===== src/hdl/corr_pkg.sv =====
package corr_pkg;

   // ==========================================================
   // array geometry
   // ==========================================================

   localparam int ANT_COUNT        = 4;  // one 1-bit sampler per antenna.
   localparam int BASELINE_COUNT   = 6;  // every unordered antenna pair.
   localparam int TICKS_PER_SAMPLE = 4;  // the sampler runs at 4x oversampling.
   localparam int BLOCK_LEN        = 16; // samples summed into one visibility.

   // ==========================================================
   // vector types
   // ==========================================================

   typedef logic [ANT_COUNT-1:0]                  sample_t;      // bit n belongs to antenna n.
   typedef logic [$clog2(BLOCK_LEN+1)-1:0]        vis_count_t;   // holds 0 up to BLOCK_LEN.
   typedef logic [$clog2(BASELINE_COUNT)-1:0]     baseline_t;    // index into the pair tables.
   typedef logic [$clog2(TICKS_PER_SAMPLE)-1:0]   tick_t;        // phase within one period.
   typedef logic [$clog2(BLOCK_LEN)-1:0]          block_count_t; // sample position in a block.

   // ==========================================================
   // baseline tables
   // ==========================================================

   // entry i names the two antennas that baseline i correlates.
   localparam int BASE_ANT_A [BASELINE_COUNT] = '{0, 0, 0, 1, 1, 2};
   localparam int BASE_ANT_B [BASELINE_COUNT] = '{1, 2, 3, 2, 3, 3};

   // readout sequencer states.
   typedef enum logic {
      RD_IDLE, // waiting for the correlators to finish a block.
      RD_SEND  // streaming one baseline per cycle.
   } readout_state_t;

endpackage


===== src/hdl/quad_bus_if.sv =====
`timescale 1ns/100ps

// shared sample bus from the quadrature front end to every correlator.
interface quad_bus_if;

   corr_pkg::sample_t re;     // in-phase word of the current sample.
   corr_pkg::sample_t im;     // quadrature word, the previous in-phase capture.
   logic              strobe; // one-cycle pulse when re and im change.
   logic              last;   // set with strobe on the final sample of a block.

   // the front end owns every signal on the bus.
   modport src (
      output re,
      output im,
      output strobe,
      output last
   );

   // each correlator only listens.
   modport dst (
      input  re,
      input  im,
      input  strobe,
      input  last
   );

endinterface


===== src/hdl/baseline_correlator.sv =====
`timescale 1ns/100ps

module baseline_correlator #(
   parameter int ANT_A = 0, // antenna whose in-phase bit is the reference.
   parameter int ANT_B = 1  // antenna compared against it.
) (
   input  logic                 clk,
   input  logic                 rst,
   quad_bus_if.dst              q,
   output corr_pkg::vis_count_t vis_re,
   output corr_pkg::vis_count_t vis_im,
   output logic                 done
);

   logic                 agree_re; // in-phase bits of both antennas match.
   logic                 agree_im; // in-phase of a matches quadrature of b.
   logic                 block_end; // this strobe carries the last sample.
   corr_pkg::vis_count_t acc_re;   // running real agreement count.
   corr_pkg::vis_count_t acc_im;   // running imaginary agreement count.
   corr_pkg::vis_count_t sum_re;   // real count including the current sample.
   corr_pkg::vis_count_t sum_im;   // imaginary count including the current sample.

   // ==========================================================
   // 1-bit multiply by xnor
   // ==========================================================

   // for 1-bit signals a product is +1 on agreement, so counting
   // agreements is all the correlation there is to do.
   assign agree_re  = q.re[ANT_A] == q.re[ANT_B];
   assign agree_im  = q.re[ANT_A] == q.im[ANT_B];
   assign block_end = q.strobe && q.last;

   assign sum_re = acc_re + corr_pkg::vis_count_t'(agree_re);
   assign sum_im = acc_im + corr_pkg::vis_count_t'(agree_im);

   // ==========================================================
   // accumulate and dump
   // ==========================================================

   always_ff @(posedge clk) begin
      if (rst) begin
         acc_re <= '0;
         acc_im <= '0;
      end else if (block_end) begin
         acc_re <= '0; // the next block starts from nothing.
         acc_im <= '0;
      end else if (q.strobe) begin
         acc_re <= sum_re; // one more sample folded in.
         acc_im <= sum_im;
      end
   end

   // the totals hold until the next block finishes.
   always_ff @(posedge clk) begin
      if (block_end) begin
         vis_re <= sum_re; // includes the sixteenth sample.
         vis_im <= sum_im;
      end
   end

   always_ff @(posedge clk) begin
      if (rst) begin
         done <= 1'b0;
      end else begin
         done <= block_end; // one-cycle pulse alongside fresh totals.
      end
   end

   // the front end must close every block after BLOCK_LEN strobes.
   acc_bound_a : assert property (
      @(posedge clk) disable iff (rst)
         (acc_re <= corr_pkg::BLOCK_LEN) && (acc_im <= corr_pkg::BLOCK_LEN)
   );

endmodule


===== src/hdl/correlator_top.sv =====
`timescale 1ns/100ps

module correlator_top (
   input  logic                 clk,
   input  logic                 rst,
   input  logic                 en,
   input  corr_pkg::sample_t    d,
   output logic                 vis_valid,
   output corr_pkg::baseline_t  vis_baseline,
   output corr_pkg::vis_count_t vis_re,
   output corr_pkg::vis_count_t vis_im
);

   logic [corr_pkg::BASELINE_COUNT-1:0] cell_done; // per-baseline block completion.
   corr_pkg::vis_count_t cell_re [corr_pkg::BASELINE_COUNT]; // per-baseline real totals.
   corr_pkg::vis_count_t cell_im [corr_pkg::BASELINE_COUNT]; // per-baseline imag totals.

   quad_bus_if qbus (); // sample bus shared by every correlator.

   // ==========================================================
   // front end
   // ==========================================================

   sample_quadrature u_feed (
      .clk (clk),
      .rst (rst),
      .en  (en),
      .d   (d),
      .q   (qbus.src)
   );

   // ==========================================================
   // one correlator per antenna pair
   // ==========================================================

   for (genvar i = 0; i < corr_pkg::BASELINE_COUNT; i++) begin : g_base
      baseline_correlator #(
         .ANT_A (corr_pkg::BASE_ANT_A[i]),
         .ANT_B (corr_pkg::BASE_ANT_B[i])
      ) u_corr (
         .clk    (clk),
         .rst    (rst),
         .q      (qbus.dst),
         .vis_re (cell_re[i]),
         .vis_im (cell_im[i]),
         .done   (cell_done[i])
      );
   end

   // serialises the six results onto the output port.
   visibility_readout u_readout (
      .clk          (clk),
      .rst          (rst),
      .done         (cell_done),
      .vis_re_in    (cell_re),
      .vis_im_in    (cell_im),
      .vis_valid    (vis_valid),
      .vis_baseline (vis_baseline),
      .vis_re       (vis_re),
      .vis_im       (vis_im)
   );

endmodule


===== src/hdl/sample_quadrature.sv =====
`timescale 1ns/100ps

module sample_quadrature (
   input  logic              clk,
   input  logic              rst,
   input  logic              en,
   input  corr_pkg::sample_t d,
   quad_bus_if.src           q
);

   corr_pkg::tick_t        phase;      // position inside the current sample period.
   corr_pkg::block_count_t sample_cnt; // strobes issued so far in this block.
   logic                   capture;    // high on the edge that takes a new word.
   logic                   phase_wrap; // high on the last tick of a period.
   logic                   block_end;  // next capture closes the block.

   // ==========================================================
   // sample period timing
   // ==========================================================

   assign capture    = en && (phase == '0); // words are only taken at phase 0.
   assign phase_wrap = phase == corr_pkg::tick_t'(corr_pkg::TICKS_PER_SAMPLE - 1);
   assign block_end  = sample_cnt == corr_pkg::block_count_t'(corr_pkg::BLOCK_LEN - 1);

   // once a period starts it runs to the end, even if en drops midway.
   always_ff @(posedge clk) begin
      if (rst) begin
         phase <= '0;
      end else if (en || phase != '0) begin
         phase <= phase_wrap ? '0 : phase + corr_pkg::tick_t'(1);
      end
   end

   // ==========================================================
   // capture and fake hilbert transform
   // ==========================================================

   // at 4x oversampling one sample period is roughly a quarter cycle of the
   // signal, so the word captured one period ago approximates the
   // 90 degree shifted component.
   always_ff @(posedge clk) begin
      if (rst) begin
         q.re <= '0; // no history after reset.
         q.im <= '0; // the first quadrature word is therefore zero.
      end else if (capture) begin
         q.re <= d;    // new in-phase word.
         q.im <= q.re; // previous in-phase word becomes the quadrature word.
      end
   end

   // ==========================================================
   // strobe and block framing
   // ==========================================================

   always_ff @(posedge clk) begin
      if (rst) begin
         q.strobe <= 1'b0;
         q.last   <= 1'b0;
      end else begin
         q.strobe <= capture;              // pulses in the cycle after a capture.
         q.last   <= capture && block_end; // flags the sixteenth capture of a block.
      end
   end

   // the previous strobe has always been counted by the next capture edge,
   // because captures are at least one sample period apart.
   always_ff @(posedge clk) begin
      if (rst) begin
         sample_cnt <= '0;
      end else if (q.strobe) begin
         sample_cnt <= sample_cnt + corr_pkg::block_count_t'(1); // wraps after a block.
      end
   end

   // a capture needs a full sample period, so strobes are never back to back.
   strobe_spacing_a : assert property (
      @(posedge clk) disable iff (rst) q.strobe |=> !q.strobe
   );

endmodule


===== src/hdl/visibility_readout.sv =====
`timescale 1ns/100ps

module visibility_readout (
   input  logic                               clk,
   input  logic                               rst,
   input  logic [corr_pkg::BASELINE_COUNT-1:0] done,
   input  corr_pkg::vis_count_t               vis_re_in [corr_pkg::BASELINE_COUNT],
   input  corr_pkg::vis_count_t               vis_im_in [corr_pkg::BASELINE_COUNT],
   output logic                               vis_valid,
   output corr_pkg::baseline_t                vis_baseline,
   output corr_pkg::vis_count_t               vis_re,
   output corr_pkg::vis_count_t               vis_im
);

   corr_pkg::readout_state_t state;    // idle or streaming.
   corr_pkg::baseline_t      idx;      // baseline being presented.
   logic                     idx_last; // final baseline of the burst.
   corr_pkg::vis_count_t     lat_re [corr_pkg::BASELINE_COUNT]; // snapshot of real totals.
   corr_pkg::vis_count_t     lat_im [corr_pkg::BASELINE_COUNT]; // snapshot of imag totals.

   assign idx_last = idx == corr_pkg::baseline_t'(corr_pkg::BASELINE_COUNT - 1);

   // ==========================================================
   // snapshot of the correlator totals
   // ==========================================================

   // every correlator finishes on the same strobe, so bit 0 speaks for all.
   always_ff @(posedge clk) begin
      if (done[0]) begin
         lat_re <= vis_re_in; // the correlators may move on once this is taken.
         lat_im <= vis_im_in;
      end
   end

   // ==========================================================
   // readout sequencer
   // ==========================================================

   always_ff @(posedge clk) begin
      if (rst) begin
         state <= corr_pkg::RD_IDLE;
         idx   <= '0;
      end else begin
         case (state)
            corr_pkg::RD_IDLE: begin
               if (done[0]) begin
                  state <= corr_pkg::RD_SEND;
               end
            end
            corr_pkg::RD_SEND: begin
               if (idx_last) begin
                  idx   <= '0; // every burst starts at baseline 0.
                  state <= corr_pkg::RD_IDLE;
               end else begin
                  idx <= idx + corr_pkg::baseline_t'(1); // one baseline per cycle.
               end
            end
            default: begin
               state <= corr_pkg::RD_IDLE;
            end
         endcase
      end
   end

   assign vis_valid    = state == corr_pkg::RD_SEND;
   assign vis_baseline = idx;
   assign vis_re       = lat_re[idx]; // idx never passes the last baseline.
   assign vis_im       = lat_im[idx];

   // the correlators share one strobe, so their done pulses must coincide.
   done_aligned_a : assert property (
      @(posedge clk) disable iff (rst) (done == '0) || (done == '1)
   );

   // a block is far longer than a burst, so no totals are ever dropped.
   no_overrun_a : assert property (
      @(posedge clk) disable iff (rst) done[0] |-> state == corr_pkg::RD_IDLE
   );

endmodule


===== config.mk =====
export PLATFORM = sky130hd
export DESIGN_NAME = correlator_top
export DESIGN_NICKNAME = d
export VERILOG_FILES = /design/src/hdl/corr_pkg.sv /design/src/hdl/quad_bus_if.sv /design/src/hdl/baseline_correlator.sv /design/src/hdl/correlator_top.sv /design/src/hdl/sample_quadrature.sv /design/src/hdl/visibility_readout.sv
export SDC_FILE = /design/constraint.sdc
export NUM_CORES = 1
export LEC_CHECK = 0
export BUFFER_PORTS_ARGS = -buffer_cell sky130_fd_sc_hd__buf_2
export CAP_MARGIN = 30
export CORE_ASPECT_RATIO = 1.75
export CORE_UTILIZATION = 62
export CTS_CLUSTER_DIAMETER = 150
export CTS_CLUSTER_SIZE = 12
export DETAILED_ROUTE_END_ITERATION = 10
export PLACE_DENSITY = 0.84
export SYNTH_ARGS = -nofsm -noshare
export SYNTH_HDL_FRONTEND = slang
export SYNTH_HIERARCHICAL = 1
export SYNTH_SLANG_ARGS = --single-unit

===== constraint.sdc =====
create_clock -name clk -period 2.4 [get_ports clk]
set_clock_uncertainty 0.1 [all_clocks]
set_input_delay 0.36 -clock clk [delete_from_list [all_inputs] [get_ports clk]]
set_output_delay 0.36 -clock clk [all_outputs]
set_load 0.01 [all_outputs]

* Yosys cells after proc, flatten, opt, wreduce, memory -nomap -nowiden *
Index checks and enable logic that the tools add are counted.
W data, S select, Z words.

operators by class
  add/sub/neg operators = 15
  $lt $le $gt $ge = 1
  eq/ne operators = 15
  mux-type cells = 11
  bitwise gates (word level) = 2
  reduce and logical (&&, ||, !) cells = 7

operators with widths
  operator               number
  $add A5 B1 Y5          12
  $bmux W5 S3            2
  $mux W5                4
  $eq A1 B1 Y1           12
  $add A4 B1 Y4 const B  1
  $eq A4 B4 Y1 const B   1
  $ge A4 B4 Y1 const B   1
  $not A3 Y4             1
  $add A3 B1 Y3 const B  1
  $eq A3 B3 Y1 const B   1
  $logic_and A1 B1 Y1    3
  $mux W3                1
  $add A2 B1 Y2 const B  1
  $eq A2 B2 Y1 const B   1
  $logic_not A2 Y1       1
  $mux W1                2
  $mux W2                1
  $pmux W1 S2            1
  $reduce_bool A2 Y1     1
  $reduce_or A2 Y1       1
  $logic_or A1 B1 Y1     1
  $not A1 Y1             1

word-level totals
  flip-flop bits (word level) = 201
  output and inout port bits = 14
  word-level logic and storage cells = 96

* Depth between registers and ports, before layout *
Gate-level depths: netlist of run 1.

  depth in word-level cells = 4
  gate-level depth with buffers = 6
  gate-level depth less buffers = 6

* Cells and area by module *
The synthesis of run 1 kept the hierarchy.

modules (own cells, without submodules)
  module               instances  cells an instance  area each (um^2)  sequential area each (um^2)
  baseline_correlator  6          70                 873.3             520.5
  visibility_readout   1          136                2481.1            1881.8
  sample_quadrature    1          68                 600.6             320.3

* Worst setup path after synthesis of run 1 *
OpenSTA, ideal clock, no wires.

  kind = reg-to-reg
  start point = register g_base[0].u_corr.done
  end point = register u_readout/lat_im[0] (netlist name), enable pin
  arrival = 1598 ps
  required time = 1877 ps
  setup slack = 279 ps
  stages on the path, launching flop included = 1
  cells stage by stage = dfxtp_1

RTL lines
  what                      RTL line                   text
  start: declaration        baseline_correlator.sv:12  output logic done
  start signal: assignment  baseline_correlator.sv:65  done <= block_end;
  end signal: assignment    visibility_readout.sv:31   lat_im <= vis_im_in;
  end: declaration          visibility_readout.sv:19   corr_pkg::vis_count_t lat_im [corr_pkg::BASELINE_COUNT];

No word-level cell between the ends.

* Worst setup path after layout of run 1 *
  start point = register u_readout.idx[2] (netlist: u_readout/vis_baseline[2])
  end point = output vis_im[0]

on the way
  cells in the longest elaborated chain, start to end = 4

RTL lines
  what                                        RTL line                  text
  start: declaration                          visibility_readout.sv:16  corr_pkg::baseline_t idx;
  start signal: assignment                    visibility_readout.sv:55  idx <= idx + corr_pkg::baseline_t'(1);
  $not A3 Y4 (not written as such)            visibility_readout.sv:68  assign vis_im = lat_im[idx];
  $bmux W5 S3                                 visibility_readout.sv:68
  $mux W5 (not written as such) (2 in a row)  visibility_readout.sv:68
  end: declaration                            correlator_top.sv:11      output corr_pkg::vis_count_t vis_im

Every way passes these cells. The select of a mux whose other input is x is not followed.

==> flow_summary.yaml, run 1 <==
timing:
  fin_crit_sh_pct: 94.2
  hold_viol: 0
  max_freq_mhz: 442
  setup_ws_ps: 139
  grt_setup_unrepaired: "no"
  slew_headroom_pct: 60.5
  setup_tns_ps: 0
  fin_hold_ws_ps: 69.1
  tightestPinTransition_ps: 593
  slew_viol_final: 0
  period_minus_slack_ps: 2260
  setup_viol: 0
place:
  io_buffers: 20
  gp_congestion: 0.800
  hpwl_um: 10000
  placed_cell_area_mm2: 0.00829
  dp_slack_ps: 459
  post-place-cells: 774
route:
  vias: 4546
  drc: 0
  via_per_inst: 5.64
  wire_per_inst_um: 18.2
  ant_nets: 0
  drt_iter0_drc: 340
  drt-total-wl_um: 14700
  dr.pass1.iters: 5
power_and_ir_drop:
  p_int_mw: 5.30
  pwr-share-clk_pct: 39.4
  p_leak_nw: 3.13
  ir_drop_mv: 0.489
  p_sw_share_pct: 24.4
  finalPower_mw: 7.01
  power_density_mw_per_mm2: 789
  switching_power_mw: 1.71
  combPwrFrac_pct: 6.7
  seqPwrFrac_pct: 53.8
floorplan:
  num_rows: 55
  core-area_mm2: 0.0129
  dieArea_mm2: 0.0136
  die_w_um: 88.7
  pin_count: 21
  initial_core_util_pct: 63.4
  dieHeight_um: 154
global_routing:
  grt_pass1_vias: 4603
  antenna_found_initial: 0
  grt_pass1_wl_um: 23100
  grt_start_max_net_pins: 40
  grtUsageTotal_pct: 23.4
  gr-total-overflow: 0
worst_setup_path:
  path_class: "flip-flop to output port"
  cp-end-kind: "output port"
  cp_max_fo: 16
  cp_top_family: "flip-flops"
  cp_data_required_time_ps: 1940
  slowest_stage: "dfxtp_2"
  critPathMaxStageDelay_ps: 490
  cp-start-kind: "flip-flop"
  path_buf_inv: 1
  path_cells: "nand2b_1 > o32a_1 > o21ai_1 > buf_2"
  cp.arrival_ps: 1800
clock_network:
  cts.htree.levels: 4
  cts_inserted_buffers: 17
  postCtsSetupBuffers: 0
  clk_latency_ps: 430
  clk_pin_slew_ps: 80
  cts_tree: "done"
  cts_root_buf: "clkbuf_16"
  clock_sinks: 200
  cts_buffer_depth: 2
finish:
  stdcell_count: 806
  stdcell_area_mm2: 0.00889
  utilization_pct: 69.1
  nNetsFinal: 656
  area_growth_pct: 9.00
  drive_above_1_share_pct: 11.0
  antenna_cells: 0
synth:
  ys_warn_count: 6
  avgSynthCellArea_um2: 13.4
  netlist_instances: 610
  netlist_area_mm2: 0.00816
  syn_nets: 644
hold_path:
  hold_class: "input pin to flip-flop"
run:
  drv_cap: 0
run_status:
  outcome: "finished clean"
## final cells by class
class / count / area (um^2)
Inverter: 2 / 7.51
Fill cell: 882 / 3980
Clock buffer: 18 / 429
Tap cell: 171 / 214
Clock inverter: 14 / 170
Timing Repair Buffer: 28 / 173
Multi-Input combinational cell: 373 / 2690
Sequential cell: 200 / 5210
## state kept, by name (all words and copies together), names as in the netlist
| name | count |
|---|---|
| u_feed/q.last | 1 |
| u_feed/sample_cnt | 4 |
| g_base.u_corr/done | 1 |
| g_base.u_corr/vis_re | 30 |
| g_base.u_corr/acc_re | 30 |
| g_base.u_corr/vis_im | 30 |
| u_feed/phase | 2 |
| u_feed/q.im | 3 |
| u_readout/lat_im | 30 |
| u_readout/vis_valid | 1 |
| u_feed/q.re | 4 |
| u_feed/q.strobe | 1 |
| u_readout/lat_re | 30 |
| g_base.u_corr/acc_im | 30 |
| u_readout/vis_baseline | 3 |
## layer usage
layer | vias to the layer above | track usage [%] | wire, um
li1 | 2190 | - | -
met1 | 2220 | 25.1 | 5550
met2 | 107 | 42.3 | 8100
met3 | 29 | 4.88 | 474
met4 | 0 | 11.6 | 560
met5 | - | 0 | 0
## power by group through the flow
stage | Sequential [mW] | Combinational (mW) | Clock [mW]
after floorplan | 3.82 | 0.358 | 0
after global placement | 3.84 | 0.425 | 0
after detailed placement | 3.85 | 0.454 | 0
after CTS | 3.77 | 0.473 | 2.81
after global routing | 3.78 | 0.519 | 2.94
final | 3.78 | 0.473 | 2.77
## worst min-delay path, stage by stage
cell     delay (ps)
buf_2            90
nand2_1          50
a21oi_1          50
## cells in the final DEF, fill, tap and decap left out, types with 7 or more instances in the layout
cell type    n
edfxtp_1   120
dfxtp_1     75
nor2_1      73
mux2i_1     58
xor2_1      50
xnor2_1     38
nand2_1     30
ha_1        27
nand4_1     25
nand3_1     24
buf_2       20
clkbuf_16   17
o32a_1      10
o21ai_1     10
a21oi_1      8
buf_4        7
## path summary, 6_finish.rpt
| path | from | end | slack [ps] | cells after the start |
|---|---|---|---|---|
| worst max register to register | u_feed/q.re[1]$_SDFFE_PP0P_ | g_base[3].u_corr/vis_im[4]$_DFFE_PP_ | 410 | 5 |
| worst min register to register | g_base[1].u_corr/vis_re[2]$_DFFE_PP_ | u_readout/lat_re[22]$_DFFE_PP_ | 310 | 0 |
| worst max-delay path | u_readout/vis_baseline[2]$_SDFFE_PP0P_ | vis_im[0] | 140 | 4 |
| worst min-delay path | d[3] | u_feed/q.re[3]$_SDFFE_PP0P_ | 70 | 3 |
## timing repair
item / 4_1_cts / 5_1_grt
gates resized for setup: 2 / 1
setup endpoints to repair: 3 / 2
hold buffers: 0 / 0
Power figures use the tool's default switching activity.
==> run 2, diff against run 1 <==
Settings changed: CORE_UTILIZATION 62 to 57, PLACE_DENSITY 0.84 to 0.79, SKIP_LAST_GASP set to 1.
==> flow_summary.yaml, run 2 (synthesized netlist as in run 1, its figures left out) <==
run_status:
  outcome: "finished clean"
worst_setup_path:
  cp.arrival_ps: 1850
  cp_data_required_time_ps: 1940
  path_class: "flip-flop to output port"
  cp-end-kind: "output port"
  rrSetupSlack_ps: 420
  cp_max_fo: 11
  cp-start-kind: "flip-flop"
global_routing:
  grt_pass1_vias: 4648
  met3_usage_pct: 3.05
  grt_start_max_net_pins: 39
  use_met1_pct: 22.5
  busiest_layer: "met2"
  grtUsageTotal_pct: 20.6
  antenna_found_initial: 0
  grt_pass1_wl_um: 23000
  gr-total-overflow: 0
  grtUsageMet2_pct: 37.7
power_and_ir_drop:
  power_density_mw_per_mm2: 788
  p_sw_share_pct: 24.3
  seqPwrFrac_pct: 53.9
  switching_power_mw: 1.71
  finalPower_mw: 7.01
  p_leak_nw: 3.13
  p_int_mw: 5.30
  pwr-share-clk_pct: 39.7
  ir_drop_mv: 0.518
  combPwrFrac_pct: 6.4
floorplan:
  die_w_um: 92.4
  num_rows: 57
  dieArea_mm2: 0.0148
  initial_core_util_pct: 58.7
  dieHeight_um: 160
  pin_count: 21
  core-area_mm2: 0.0139
route:
  drc: 0
  drt-total-wl_um: 13900
  wire_per_inst_um: 17.2
  ant_nets: 0
  via_per_inst: 5.45
  vias: 4421
  dr.pass1.iters: 4
  drt_iter0_drc: 312
place:
  dp_slack_ps: 459
  post-place-cells: 779
  placed_cell_area_mm2: 0.00829
  io_buffers: 20
  hpwl_um: 9970
  gp_congestion: 0.826
clock_network:
  cts_buffer_depth: 2
  clk_pin_slew_ps: 70
  clk_latency_ps: 430
  clock_sinks: 200
  cts_root_buf: "clkbuf_16"
  hold_buffers: 0
  cts.htree.levels: 4
  cts_tree: "done"
  cts_inserted_buffers: 17
finish:
  nNetsFinal: 655
  stdcell_count: 811
  utilization_pct: 63.9
  stdcell_area_mm2: 0.00889
  area_growth_pct: 8.99
  layout_common_cells: "edfxtp_1, dfxtp_1, nor2_1"
  antenna_cells: 0
  drive_above_1_share_pct: 10.9
  layout_commonest_cell: "edfxtp_1"
timing:
  setup_tns_ps: 0
  slew_headroom_pct: 64.2
  setup_ws_ps: 91.5
  fin_hold_ws_ps: 66.7
  fin_crit_sh_pct: 96.2
  period_minus_slack_ps: 2310
  setup_viol: 0
  hold_viol: 0
  tightestPinTransition_ps: 537
  slew_viol_final: 0
  max_freq_mhz: 433
hold_path:
  hold_class: "input pin to flip-flop"
run:
  drv_cap: 0
[run 2: cell type report]
type                       instances  area (um^2)
clock inverter                    15          168
timing repair buffer              27          169
tap                              177          221
fill                            1028         5020
sequential                       200         5210
clock buffer                      17          425
inverter                           2         7.51
multi-input combinational        373         2690
[run 2: critical path, cell delays in order (launching register included)]
cell	delay (ps)
dfxtp_1	430
buf_4	260
buf_6	200
mux2i_1	290
o21ai_1	100
buf_2	150
[run 2: power by group through the flow]
stage / sequential, mW / combinational (mW) / clock, mW
finish: 3.78 / 0.449 / 2.78
global route: 3.78 / 0.508 / 2.95
CTS: 3.78 / 0.455 / 2.83
detailed placement: 3.85 / 0.446 / 0
global placement: 3.84 / 0.415 / 0
floorplan: 3.82 / 0.358 / 0
[run 2: what timing repair did]
action,in CTS,in global routing
buffers inserted,0,0
resized for setup,0,3
endpoints found under the setup margin,0,10
[run 2: path summary, 6_finish.rpt]
kind                                          startpoint                              endpoint  cells after the start
hold / removal                                      d[0]           u_feed/q.re[0]$_SDFFE_PP0P_                      3
hold reg to reg     g_base[1].u_corr/vis_im[0]$_DFFE_PP_        u_readout/lat_im[20]$_DFFE_PP_                      0
setup reg to reg             u_feed/q.re[1]$_SDFFE_PP0P_  g_base[3].u_corr/vis_re[4]$_DFFE_PP_                      5
setup / recovery  u_readout/vis_baseline[1]$_SDFFE_PP0P_                             vis_re[2]                      5
[run 2: per-layer routing]
layer / share of wire, % / vias to the layer above
li1: - / 2179
met1: 39 / 2147
met2: 55 / 74
met3: 2.2 / 21
met4: 3.2 / 0
met5: 0 / -
==> run 3, diff against run 2 <==
Settings changed: CORE_UTILIZATION 57 to 60, PLACE_DENSITY 0.79 to 0.82.
==> flow_summary.yaml, run 3 (synthesized netlist as in run 1, its figures left out) <==
place:
  gp_congestion: 0.933
  hpwl_um: 9620
  io_buffers: 20
  dp_slack_ps: 376
timing:
  setup_ws_ps: 95.5
  setup_viol: 0
  tightestPinTransition_ps: 577
  setup_tns_ps: 0
  max_freq_mhz: 434
  period_minus_slack_ps: 2300
  fin_crit_sh_pct: 96.0
  slew_viol_final: 0
  hold_viol: 0
  slew_headroom_pct: 61.5
  grt_setup_unrepaired: "no"
worst_setup_path:
  cp-end-kind: "output port"
  reg2reg_from: "u_feed/q.re[2]$_SDFFE_PP0P_"
  cp_max_fo: 25
  r2r_cells: 5
  reg2reg_to: "g_base[5].u_corr/vis_re[4]$_DFFE_PP_"
  cp-start-kind: "flip-flop"
  setup.worst_path.end: "vis_im[3]"
  crit_path_start: "u_readout/vis_baseline[0]$_SDFFE_PP0P_"
  cp.arrival_ps: 1840
  rrSetupSlack_ps: 460
  path_class: "flip-flop to output port"
  cp_data_required_time_ps: 1940
finish:
  n_fill_cell: 937
  layout_common_cells: "edfxtp_1, dfxtp_1, nor2_1"
  layout_commonest_cell: "edfxtp_1"
  area_growth_pct: 9.36
  antenna_cells: 0
  nNetsFinal: 655
  drive_above_1_share_pct: 10.9
  register_area_mm2: 0.00521
  multi_input_area_mm2: 0.00269
clock_network:
  clk_pin_slew_ps: 80
  cts_buffer_depth: 2
  cts_inserted_buffers: 17
  clock_sinks: 200
  cts_tree: "done"
  clk_latency_ps: 430
  cts.htree.levels: 4
  postCtsSetupBuffers: 0
  cts_root_buf: "clkbuf_16"
floorplan:
  die_w_um: 90.1
  pin_count: 21
  num_rows: 56
  dieHeight_um: 156
  core-area_mm2: 0.0133
  dieArea_mm2: 0.0141
  initial_core_util_pct: 61.3
global_routing:
  grt_pass1_wl_um: 22200
  use_met1_pct: 21.8
  grtUsageTotal_pct: 21.1
  antenna_found_initial: 0
  met3_usage_pct: 4.86
  gr-total-overflow: 0
  grt_pass1_vias: 4512
  grtUsageMet2_pct: 38.0
  grt_start_max_net_pins: 37
  busiest_layer: "met2"
run:
  drv_cap: 0
power_and_ir_drop:
  power_density_mw_per_mm2: 799
  p_leak_nw: 3.14
  ir_drop_mv: 0.628
route:
  dr.pass1.iters: 4
  drt_iter0_drc: 300
  vias: 4502
  drc: 0
  drt-total-wl_um: 13800
  wire_per_inst_um: 17.0
  ant_nets: 0
  via_per_inst: 5.57
run_status:
  outcome: "finished clean"
hold_path:
  hold_class: "input pin to flip-flop"
-- run 3: per-stage QoR --
stage	cell area, um^2	util, %	total power, mW	hold slack, ps	cells
floorplan	8160	-	4.18	300	610
global placement	8290	62.2	4.27	302	776
detailed placement	8290	62.2	4.29	305	776
CTS	8920	67.0	7.18	41.8	808
global route	8920	67.0	7.38	68.4	808
finish	8920	67.0	7.13	60.5	808
-- run 3: critical path: stages, from the launching register on --
cell,delay [ps]
dfxtp_1,320
buf_4,300
mux2i_1,380
o32a_1,210
o21ai_1,60
buf_2,150
-- run 3: worst min path at each step --
stage | startpoint | endpoint | slack [ps] | cells past startpoint
floorplan | g_base[5].u_corr/vis_im[0]$_DFFE_PP_ | u_readout/lat_im[0]$_DFFE_PP_ | 300 | 0
global placement | g_base[3].u_corr/vis_re[4]$_DFFE_PP_ | u_readout/lat_re[14]$_DFFE_PP_ | 300 | 0
detailed placement | g_base[3].u_corr/vis_im[1]$_DFFE_PP_ | u_readout/lat_im[11]$_DFFE_PP_ | 300 | 0
CTS | d[0] | u_feed/q.re[0]$_SDFFE_PP0P_ | 40 | 3
global route | d[1] | u_feed/q.re[1]$_SDFFE_PP0P_ | 70 | 3
finish | d[0] | u_feed/q.re[0]$_SDFFE_PP0P_ | 60 | 3
-- run 3: what timing repair did --
item / CTS / global route
endpoints found under the setup margin: 10 / 10
resized for setup: 1 / 1
hold buffers: 0 / 0
-- run 3: report_power, final --
| part | switching [mW] | internal (mW) | leakage, nW |
|---|---|---|---|
| combinational | 0.267 | 0.195 | 1.09 |
| sequential | 0.0749 | 3.69 | 1.74 |
| clock | 1.40 | 1.49 | 0.309 |
| total | 1.74 | 5.38 | 3.14 |
-- run 3: metal layers --
layer / routed length [um] / part of all wire (%) / vias to the layer above
met5: 0 / 0 / -
met4: 708 / 5.1 / 0
met3: 506 / 3.7 / 41
met2: 7380 / 54 / 132
met1: 5170 / 38 / 2149
li1: - / - / 2180
-- run 3: final cells by class --
cell class                      instances  area share (%)
Inverter                                2          0.0842
Tap cell                              174            2.44
Timing Repair Buffer                   27            1.85
Multi-Input combinational cell        373            30.1
Clock inverter                         14            2.05
Sequential cell                       200            58.4
Clock buffer                           18            5.05
